--- config.mk ---
export PLATFORM = sky130hd
export DESIGN_NAME = la_core
export DESIGN_NICKNAME = d
export VERILOG_FILES = /design/src/common/axi_lite_pkg.sv /design/src/common/la_isa_pkg.sv /design/src/decode/decode_stage.sv /design/src/execute/execute_stage.sv /design/src/fetch/fetch_unit.sv /design/src/logic/la_core.sv /design/src/logic/reg_file.sv
export SDC_FILE = /design/constraint.sdc
export NUM_CORES = 2
export LEC_CHECK = 0
export ABC_AREA = 1
export BUFFER_PORTS_ARGS = -buffer_cell sky130_fd_sc_hd__buf_4
export CAP_MARGIN = 10
export CORE_MARGIN = 2
export CORE_UTILIZATION = 40
export CTS_CLUSTER_DIAMETER = 40
export CTS_CLUSTER_SIZE = 20
export DETAILED_ROUTE_END_ITERATION = 8
export SLEW_MARGIN = 40
export SYNTH_ARGS = -nofsm -noshare
export SYNTH_HDL_FRONTEND = slang
export SYNTH_SLANG_ARGS = --single-unit
export TNS_END_PERCENT = 20
--- constraint.sdc ---
create_clock -name i_clk -period 4.6 [get_ports i_clk]
set_input_delay 0.69 -clock i_clk [delete_from_list [all_inputs] [get_ports i_clk]]
set_output_delay 0.69 -clock i_clk [all_outputs]
set_load 0.01 [all_outputs]
--- src/common/axi_lite_pkg.sv ---
package axi_lite_pkg;

    localparam int AXIL_ADDR_W = 32;
    localparam int AXIL_DATA_W = 32;

    // instruction access, privileged, secure
    localparam logic [2:0] AXIL_PROT_IFETCH = 3'b101;

    typedef enum logic [1:0] {
        OKAY   = 2'b00,
        EXOKAY = 2'b01,
        SLVERR = 2'b10,
        DECERR = 2'b11
    } axi_resp_e;

    // read address channel, master to slave
    typedef struct packed {
        logic                   valid;
        logic [AXIL_ADDR_W-1:0] addr;
        logic [2:0]             prot;
    } axil_ar_t;

    typedef struct packed {
        logic                   valid;
        logic [AXIL_DATA_W-1:0] data;
        axi_resp_e              resp;
    } axil_r_t;

endpackage

--- src/common/la_isa_pkg.sv ---
package la_isa_pkg;

    ////////////////////////////////////////////////////////////////////////////
    // widths
    ////////////////////////////////////////////////////////////////////////////

    localparam int XLEN       = 32;
    localparam int REG_ADDR_W = 5;
    localparam int NUM_REGS   = 1 << REG_ADDR_W;

    typedef logic [XLEN-1:0]       word_t;
    typedef logic [REG_ADDR_W-1:0] reg_idx_t;

    ////////////////////////////////////////////////////////////////////////////
    // operations kept from LA32R
    ////////////////////////////////////////////////////////////////////////////

    typedef enum logic [3:0] {
        OP_ADD,
        OP_SUB,
        OP_AND,
        OP_OR,
        OP_XOR,
        OP_SLT,
        OP_ADDI,
        OP_ORI,
        OP_LU12I,
        OP_BEQ,
        OP_BNE,
        OP_B,
        OP_ILLEGAL     // anything else, retires as a no-op
    } op_e;

    // decode to execute
    typedef struct packed {
        logic     valid;
        word_t    pc;
        op_e      op;
        reg_idx_t rd;
        word_t    rj_val;
        word_t    rkd_val;   // rk, or rd for beq/bne
        word_t    imm;
        logic     we;
    } decoded_t;

    // retired instruction, one per cycle at most
    typedef struct packed {
        logic     valid;
        word_t    pc;
        logic     we;
        reg_idx_t rd;
        word_t    wdata;
    } commit_t;

    typedef struct packed {
        logic  valid;
        word_t target;
    } redirect_t;

endpackage

--- src/decode/decode_stage.sv ---
module decode_stage
    import la_isa_pkg::*;
(
    input  logic      i_clk,
    input  logic      i_arst_n,
    input  logic      i_instr_valid,
    input  word_t     i_instr_pc,
    input  word_t     i_instr,
    input  logic      i_instr_err,
    input  redirect_t i_redirect,
    output reg_idx_t  o_raddr_a,
    output reg_idx_t  o_raddr_b,
    input  word_t     i_rdata_a,
    input  word_t     i_rdata_b,
    output decoded_t  o_dec
);

    ////////////////////////////////////////////////////////////////////////////
    // LA32R opcode fields
    ////////////////////////////////////////////////////////////////////////////

    localparam logic [16:0] OPC_ADD_W  = 17'h00020;   // instr[31:15], 3R
    localparam logic [16:0] OPC_SUB_W  = 17'h00022;
    localparam logic [16:0] OPC_SLT    = 17'h00024;
    localparam logic [16:0] OPC_AND    = 17'h00029;
    localparam logic [16:0] OPC_OR     = 17'h0002a;
    localparam logic [16:0] OPC_XOR    = 17'h0002b;
    localparam logic [9:0]  OPC_ADDI_W = 10'h00a;     // instr[31:22], 2RI12
    localparam logic [9:0]  OPC_ORI    = 10'h00e;
    localparam logic [6:0]  OPC_LU12I  = 7'b0001010;  // instr[31:25]
    localparam logic [5:0]  OPC_B      = 6'b010100;   // instr[31:26]
    localparam logic [5:0]  OPC_BEQ    = 6'b010110;
    localparam logic [5:0]  OPC_BNE    = 6'b010111;

    op_e      op;
    reg_idx_t rd;
    reg_idx_t rj;
    reg_idx_t rk;
    word_t    imm;
    logic     is_cbranch;
    decoded_t dec_d;
    decoded_t dec_q;
    logic     valid_q;

    assign rd = i_instr[4:0];
    assign rj = i_instr[9:5];
    assign rk = i_instr[14:10];

    always_comb begin
        op = OP_ILLEGAL;
        case (i_instr[31:15])
            OPC_ADD_W: op = OP_ADD;
            OPC_SUB_W: op = OP_SUB;
            OPC_SLT:   op = OP_SLT;
            OPC_AND:   op = OP_AND;
            OPC_OR:    op = OP_OR;
            OPC_XOR:   op = OP_XOR;
            default:   ;
        endcase
        case (i_instr[31:22])
            OPC_ADDI_W: op = OP_ADDI;
            OPC_ORI:    op = OP_ORI;
            default:    ;
        endcase
        if (i_instr[31:25] == OPC_LU12I) begin
            op = OP_LU12I;
        end
        case (i_instr[31:26])
            OPC_B:   op = OP_B;
            OPC_BEQ: op = OP_BEQ;
            OPC_BNE: op = OP_BNE;
            default: ;
        endcase
        if (i_instr_err) begin
            op = OP_ILLEGAL;   // bad fetch response
        end
    end

    // immediates
    always_comb begin
        case (op)
            OP_ADDI:         imm = {{20{i_instr[21]}}, i_instr[21:10]};
            OP_ORI:          imm = {20'b0, i_instr[21:10]};
            OP_LU12I:        imm = {i_instr[24:5], 12'b0};
            OP_BEQ, OP_BNE:  imm = {{14{i_instr[25]}}, i_instr[25:10], 2'b00};
            OP_B:            imm = {{4{i_instr[9]}}, i_instr[9:0], i_instr[25:10], 2'b00};
            default:         imm = '0;
        endcase
    end

    assign is_cbranch = (op == OP_BEQ) || (op == OP_BNE);
    assign o_raddr_a  = rj;
    assign o_raddr_b  = is_cbranch ? rd : rk;   // beq/bne compare rj with rd

    always_comb begin
        dec_d.valid   = i_instr_valid && !i_redirect.valid;
        dec_d.pc      = i_instr_pc;
        dec_d.op      = op;
        dec_d.rd      = rd;
        dec_d.rj_val  = i_rdata_a;
        dec_d.rkd_val = i_rdata_b;
        dec_d.imm     = imm;
        // r0 writes change nothing, so they retire without we
        dec_d.we      = (op <= OP_LU12I) && (rd != '0);
    end

    always_ff @(posedge i_clk or negedge i_arst_n) begin
        if (!i_arst_n) begin
            valid_q <= 1'b0;
        end else begin
            valid_q <= dec_d.valid;
        end
    end

    always_ff @(posedge i_clk) begin
        if (i_instr_valid) begin
            dec_q <= dec_d;
        end
    end

    always_comb begin
        o_dec       = dec_q;
        o_dec.valid = valid_q;
    end

endmodule

--- src/execute/execute_stage.sv ---
module execute_stage
    import la_isa_pkg::*;
(
    input  logic      i_clk,
    input  logic      i_arst_n,
    input  decoded_t  i_dec,
    output redirect_t o_redirect,
    output logic      o_we,
    output reg_idx_t  o_waddr,
    output word_t     o_wdata,
    output commit_t   o_commit
);

    word_t   a;
    word_t   b;
    word_t   alu_res;
    logic    taken;
    commit_t commit_d;
    commit_t commit_q;
    logic    valid_q;

    assign a = i_dec.rj_val;
    assign b = i_dec.rkd_val;

    ////////////////////////////////////////////////////////////////////////////
    // ALU and branch compare
    ////////////////////////////////////////////////////////////////////////////

    always_comb begin
        case (i_dec.op)
            OP_ADD:   alu_res = a + b;
            OP_SUB:   alu_res = a - b;
            OP_AND:   alu_res = a & b;
            OP_OR:    alu_res = a | b;
            OP_XOR:   alu_res = a ^ b;
            OP_SLT:   alu_res = {{(XLEN-1){1'b0}}, $signed(a) < $signed(b)};
            OP_ADDI:  alu_res = a + i_dec.imm;
            OP_ORI:   alu_res = a | i_dec.imm;
            OP_LU12I: alu_res = i_dec.imm;
            default:  alu_res = '0;   // branches and illegal write nothing
        endcase
    end

    always_comb begin
        case (i_dec.op)
            OP_BEQ:  taken = (a == b);
            OP_BNE:  taken = (a != b);
            OP_B:    taken = 1'b1;
            default: taken = 1'b0;
        endcase
    end

    // no predictor, so every taken branch redirects
    assign o_redirect.valid  = i_dec.valid && taken;
    assign o_redirect.target = i_dec.pc + i_dec.imm;

    // writeback, same edge as the commit
    assign o_we    = i_dec.valid && i_dec.we;
    assign o_waddr = i_dec.rd;
    assign o_wdata = alu_res;

    always_comb begin
        commit_d.valid = i_dec.valid;
        commit_d.pc    = i_dec.pc;
        commit_d.we    = i_dec.we;
        commit_d.rd    = i_dec.rd;
        commit_d.wdata = alu_res;
    end

    always_ff @(posedge i_clk or negedge i_arst_n) begin
        if (!i_arst_n) begin
            valid_q <= 1'b0;
        end else begin
            valid_q <= commit_d.valid;
        end
    end

    always_ff @(posedge i_clk) begin
        if (i_dec.valid) begin
            commit_q <= commit_d;
        end
    end

    always_comb begin
        o_commit       = commit_q;
        o_commit.valid = valid_q;
    end

endmodule

--- src/fetch/fetch_unit.sv ---
module fetch_unit
    import la_isa_pkg::*;
    import axi_lite_pkg::*;
#(
    parameter word_t RESET_PC = 32'h1C00_0000
) (
    input  logic      i_clk,
    input  logic      i_arst_n,
    input  redirect_t i_redirect,
    output axil_ar_t  o_ar,
    input  logic      i_arready,
    input  axil_r_t   i_r,
    output logic      o_rready,
    output logic      o_instr_valid,
    output word_t     o_instr_pc,
    output word_t     o_instr,
    output logic      o_instr_err
);

    typedef enum logic [1:0] {
        IDLE,   // only after reset
        ADDR,   // ar.valid up, waiting for arready
        DATA    // one read outstanding
    } fetch_state_e;

    fetch_state_e state_q, state_d;
    word_t        pc_q, pc_d;       // address of the current read
    word_t        tgt_q;            // redirect target held over a stale read
    logic         stale_q, stale_d;
    logic         ar_fire;
    logic         r_fire;
    logic         take_beat;

    assign ar_fire   = (state_q == ADDR) && i_arready;
    assign r_fire    = (state_q == DATA) && i_r.valid;
    assign take_beat = r_fire && !stale_q && !i_redirect.valid;

    assign o_ar     = '{valid: (state_q == ADDR), addr: pc_q, prot: AXIL_PROT_IFETCH};
    assign o_rready = (state_q == DATA);

    ////////////////////////////////////////////////////////////////////////////
    // read FSM
    ////////////////////////////////////////////////////////////////////////////

    always_comb begin
        state_d = state_q;
        pc_d    = pc_q;
        stale_d = stale_q;
        case (state_q)
            IDLE: begin
                state_d = ADDR;
            end
            ADDR: begin
                if (ar_fire) begin
                    state_d = DATA;
                end
                // addr must hold until accepted, so swallow the beat later
                if (i_redirect.valid) begin
                    stale_d = 1'b1;
                end
            end
            DATA: begin
                if (r_fire) begin
                    state_d = ADDR;
                    stale_d = 1'b0;
                    if (i_redirect.valid) begin
                        pc_d = i_redirect.target;   // beat is wrong path, dropped
                    end else if (stale_q) begin
                        pc_d = tgt_q;
                    end else begin
                        pc_d = pc_q + 32'd4;
                    end
                end else if (i_redirect.valid) begin
                    stale_d = 1'b1;
                end
            end
            default: state_d = IDLE;
        endcase
    end

    always_ff @(posedge i_clk or negedge i_arst_n) begin
        if (!i_arst_n) begin
            state_q       <= IDLE;
            pc_q          <= RESET_PC;
            stale_q       <= 1'b0;
            o_instr_valid <= 1'b0;
        end else begin
            state_q       <= state_d;
            pc_q          <= pc_d;
            stale_q       <= stale_d;
            o_instr_valid <= take_beat;   // one cycle per good beat
        end
    end

    always_ff @(posedge i_clk) begin
        if (i_redirect.valid) begin
            tgt_q <= i_redirect.target;
        end
    end

    // instruction register towards decode
    always_ff @(posedge i_clk) begin
        if (r_fire) begin
            o_instr     <= i_r.data;
            o_instr_pc  <= pc_q;
            o_instr_err <= (i_r.resp != OKAY);
        end
    end

endmodule

--- src/logic/la_core.sv ---
module la_core
    import la_isa_pkg::*;
    import axi_lite_pkg::*;
#(
    parameter word_t RESET_PC = 32'h1C00_0000
) (
    input  logic     i_clk,
    input  logic     i_arst_n,
    output axil_ar_t o_ar,
    input  logic     i_arready,
    input  axil_r_t  i_r,
    output logic     o_rready,
    output commit_t  o_commit
);

    // fetch to decode
    logic      instr_valid;
    word_t     instr_pc;
    word_t     instr;
    logic      instr_err;

    decoded_t  dec;
    redirect_t redirect;    // taken branch from execute

    // register file ports
    reg_idx_t  raddr_a;
    reg_idx_t  raddr_b;
    word_t     rdata_a;
    word_t     rdata_b;
    logic      rf_we;
    reg_idx_t  rf_waddr;
    word_t     rf_wdata;

    fetch_unit #(
        .RESET_PC(RESET_PC)
    ) fetch_unit_inst (
        .i_clk        (i_clk),
        .i_arst_n     (i_arst_n),
        .i_redirect   (redirect),
        .o_ar         (o_ar),
        .i_arready    (i_arready),
        .i_r          (i_r),
        .o_rready     (o_rready),
        .o_instr_valid(instr_valid),
        .o_instr_pc   (instr_pc),
        .o_instr      (instr),
        .o_instr_err  (instr_err)
    );

    decode_stage decode_stage_inst (
        .i_clk        (i_clk),
        .i_arst_n     (i_arst_n),
        .i_instr_valid(instr_valid),
        .i_instr_pc   (instr_pc),
        .i_instr      (instr),
        .i_instr_err  (instr_err),
        .i_redirect   (redirect),
        .o_raddr_a    (raddr_a),
        .o_raddr_b    (raddr_b),
        .i_rdata_a    (rdata_a),
        .i_rdata_b    (rdata_b),
        .o_dec        (dec)
    );

    reg_file reg_file_inst (
        .i_clk    (i_clk),
        .i_raddr_a(raddr_a),
        .i_raddr_b(raddr_b),
        .o_rdata_a(rdata_a),
        .o_rdata_b(rdata_b),
        .i_we     (rf_we),
        .i_waddr  (rf_waddr),
        .i_wdata  (rf_wdata)
    );

    execute_stage execute_stage_inst (
        .i_clk     (i_clk),
        .i_arst_n  (i_arst_n),
        .i_dec     (dec),
        .o_redirect(redirect),
        .o_we      (rf_we),
        .o_waddr   (rf_waddr),
        .o_wdata   (rf_wdata),
        .o_commit  (o_commit)
    );

endmodule

--- src/logic/reg_file.sv ---
module reg_file
    import la_isa_pkg::*;
(
    input  logic     i_clk,
    input  reg_idx_t i_raddr_a,
    input  reg_idx_t i_raddr_b,
    output word_t    o_rdata_a,
    output word_t    o_rdata_b,
    input  logic     i_we,
    input  reg_idx_t i_waddr,
    input  word_t    i_wdata
);

    word_t regs [NUM_REGS];

    // r0 reads as zero, a same-cycle write wins over the array
    function automatic word_t read_port(input reg_idx_t addr);
        word_t data;
        if (addr == '0) begin
            data = '0;
        end else if (i_we && (addr == i_waddr)) begin
            data = i_wdata;
        end else begin
            data = regs[addr];
        end
        return data;
    endfunction

    always_comb begin
        o_rdata_a = read_port(i_raddr_a);
        o_rdata_b = read_port(i_raddr_b);
    end

    always_ff @(posedge i_clk) begin
        if (i_we && (i_waddr != '0)) begin
            regs[i_waddr] <= i_wdata;
        end
    end

endmodule

==> metrics <==
status=completed; final period utilization=95.1%; IO Pins=146; Post-DRT Antenna Nets=0; CTS tree=yes; Yosys top cell area share=55.2%; Post-synth top cells=1780 x nand2_1, 1329 x edfxtp_1, 893 x inv_1, 841 x o21ai_0, 774 x nand3_1; Cell variety after synth=60; gr usage total=28.7%; highest net fanout along the worst path=107; chip height=429 µm; DR vias/cell=5.82; power per cell area=446 mW/mm²; Placed Cells=10305; Worst-path clk slew=60 ps; Crit Path Class=reg -> reg; area grow syn2layout=17.4%; Static Leak=33.6 nW; Detailed Route Iter0 Violations=7839; first-pass GRT wire length=391 mm; share of cells above drive strength 1=10.6%; area of the die=0.184 mm²; Int Power=25.8 mW; Pwr Total=37.9 mW; Sink Count=1367; CTS root buffer=clkbuf_16; number of flops mapped to enable cells by yosys=1329; Nets=8339; gp weighted congestion=0.997; Mapped Cells=7982; final setup violation count=0; non-filler cells, final=10714; Worst Max-Slew Pin Slew=894 ps; sequential power share=39.8%; max_cap viols=0; Rel. slew slack=38.9%; DP Wirelength=163 mm; ys async rst share=2.78%; total core area=0.180 mm²; synthesized area=0.0723 mm²; DRT Pass-1 Iters=9; Cell Rows=156; Clock power frac=40.7%; Vias=62347; # DRC=0; largest net degree at the start of global routing=137; RSZ-0062 raised after global routing=false; Area contributors post-synth=edfxtp_1 55%, nand2_1 9.2%, o21ai_0 5.8%; Worst Clk Skew=60.2 ps; critical path arrival=4950 ps; H-tree Lvls=4; Clk Latency, worst-skew pair=850 ps; Worst EP required=5170 ps; die width=429 µm; most used flip-flop cell after synthesis=edfxtp_1; post-layout min period=4370 ps; HP Class=in -> reg; Worst Setup Start Kind=flop; initial antenna violation count=4; clock buffer depth=3; most frequent cell after synthesis=nand2_1; #FFs+latches synth=1367; Net Switching=12.0 mW; Fin. Hold Viols=0; DR WL/cell=25.3 µm; Max Slew Vio Count=0; vias in the first global route=58148; Syn Area/Cell=9.06 µm²; combinational power share=19.6%; Synth warnings=0; register area share after synthesis=56.5%; Worst Setup End Kind=flop; Sw Share=31.8%; WL final=271 mm; Synth area leader=edfxtp_1; GR Overflow Total=0; Num CTS Buffers=193; # port buffers=142; initial core utilization=40.2%; Max IR drop VDD=0.000452 V; final hold slack=52.0 ps; Max Clock Freq=229 MHz
-- cell families after synthesis --
group                    Yosys count  synth area share (%)
AND/OR/NAND/NOR                 3158                  18.3
AO/OA/AOI/OAI                   1862                  14.5
adder cells (fa/ha/maj)          133                  2.33
XOR/XNOR                          65                 0.787
other                              2                0.0104
flip-flops                      1367                  56.5
buffers and inverters           1395                  7.58
-- sequential cells by signal, indices dropped and copies added, names as in the netlist --
| signal | flops |
|---|---|
| reg_file_inst.regs | 1024 |
| execute_stage_inst.valid_q | 1 |
| fetch_unit_inst.stale_q | 1 |
| execute_stage_inst.o_commit | 70 |
| fetch_unit_inst.state_q | 2 |
| fetch_unit_inst.pc_q | 32 |
| fetch_unit_inst.tgt_q | 32 |
| decode_stage_inst.valid_q | 1 |
| fetch_unit_inst.o_instr_pc | 32 |
| decode_stage_inst.o_dec | 138 |
| fetch_unit_inst.o_instr_err | 1 |
| fetch_unit_inst.o_instr_valid | 1 |
| fetch_unit_inst.o_instr | 32 |
-- routing by layer --
metal	GRT usage, %	vias to the layer above	routed length, µm
li1	-	27989	-
met1	37.7	29994	105000
met2	45.3	3601	123000
met3	4.98	763	27700
met4	15.4	0	15300
met5	0	-	0
-- power groups by stage --
stage / sequential [mW] / combinational, mW / clock, mW
floorplan: 15.2 / 4.28 / 0
global placement: 15.3 / 7.13 / 0
detailed placement: 15.3 / 7.19 / 0
CTS: 15.1 / 7.24 / 15.5
global route: 15.1 / 8.02 / 16.1
finish: 15.1 / 7.41 / 15.4
-- critical path, cell delays in order (launching register included) --
cell      delay, ps
edfxtp_1        380
inv_1           180
nor2_1           80
nand2_1         180
nor2_1           90
nand3_1         100
nand3_1          80
nor2_1          220
nand4_1         220
inv_2           180
nand3_4         190
o21ai_4         570
buf_16          540
o211ai_1        180
a21oi_1         170
nor2_1           80
nand2_1          80
nand2_1         110
a21oi_1         410
-- placed cells by master (no fill, tap or decap), types with 17 or more instances in the layout --
master | netlist | layout
a211oi_1 | 37 | 37
a21oi_1 | 541 | 541
a221oi_1 | 17 | 17
buf_12 | 0 | 60
buf_4 | 23 | 341
bufinv_16 | 0 | 18
clkbuf_16 | 0 | 196
clkinv_1 | 4 | 22
clkinv_4 | 0 | 18
clkinvlp_4 | 0 | 23
conb_1 | 2 | 35
dfrtp_1 | 35 | 33
dlygate4sd3_1 | 0 | 30
edfxtp_1 | 1329 | 1329
ha_1 | 130 | 130
inv_1 | 893 | 882
inv_6 | 0 | 33
inv_8 | 0 | 20
nand2_1 | 1780 | 1778
nand3_1 | 774 | 771
nand4_1 | 62 | 62
nor2_1 | 454 | 419
nor2_4 | 1 | 34
nor3_1 | 26 | 25
o211ai_1 | 233 | 233
o21ai_0 | 841 | 833
o21bai_1 | 20 | 19
o22ai_1 | 84 | 84
or2_2 | 25 | 25
xnor2_1 | 18 | 18
xor2_1 | 47 | 47
-- what timing repair did --
action                                 4_1_cts  5_1_grt
setup endpoints to repair                    0      306
endpoints found under the hold margin       64        0
hold buffers                                30        0
buffers inserted                             0        6
gates resized for setup                      0       10
-- metrics by stage --
step / util (%) / setup TNS (ps) / worst slack [ps] / cell area, µm²
global placement: 43.1 / 0 / 27.0 / 77600
CTS: 47.1 / 0 / 1.47 / 84800
detailed placement: 43.1 / 0 / 40.3 / 77700
global route: 47.1 / 0 / 24.3 / 84900
floorplan: - / -33.7 / -33.7 / 72500
finish: 47.1 / 0 / 226 / 84900
-- path summary, 6_finish.rpt --
kind | from | endpoint | slack, ps | depth (start not counted)
max | fetch_unit_inst.o_instr[20]$_DFFE_PP_ | decode_stage_inst.o_dec[33]$_SDFFCE_PN0P_ | 230 | 18
min | i_r[21] | fetch_unit_inst.o_instr[19]$_DFFE_PP_ | 50 | 1
max reg2reg | fetch_unit_inst.o_instr[20]$_DFFE_PP_ | decode_stage_inst.o_dec[33]$_SDFFCE_PN0P_ | 230 | 18
min reg2reg | fetch_unit_inst.o_instr_pc[31]$_DFFE_PP_ | decode_stage_inst.o_dec[137]$_DFFE_PP_ | 410 | 0
max in group asynchronous | i_arst_n | decode_stage_inst.valid_q$_DFF_PN0_ | 3730 | 2
min in group asynchronous | i_arst_n | fetch_unit_inst.state_q[1]$_DFFE_PN0P_ | 370 | 2
-- cell type report --
cell class	instances	area, µm²
multi-input cells	5253	26600
well taps	2370	2970
clock inverters	159	1860
fillers	16455	95200
clock buffers	207	4950
repair buffers	448	4290
flip-flops and latches	1367	40900
diodes	5	12.5
inverters	905	3420
Note: power is estimated with default switching activity, not from simulation.
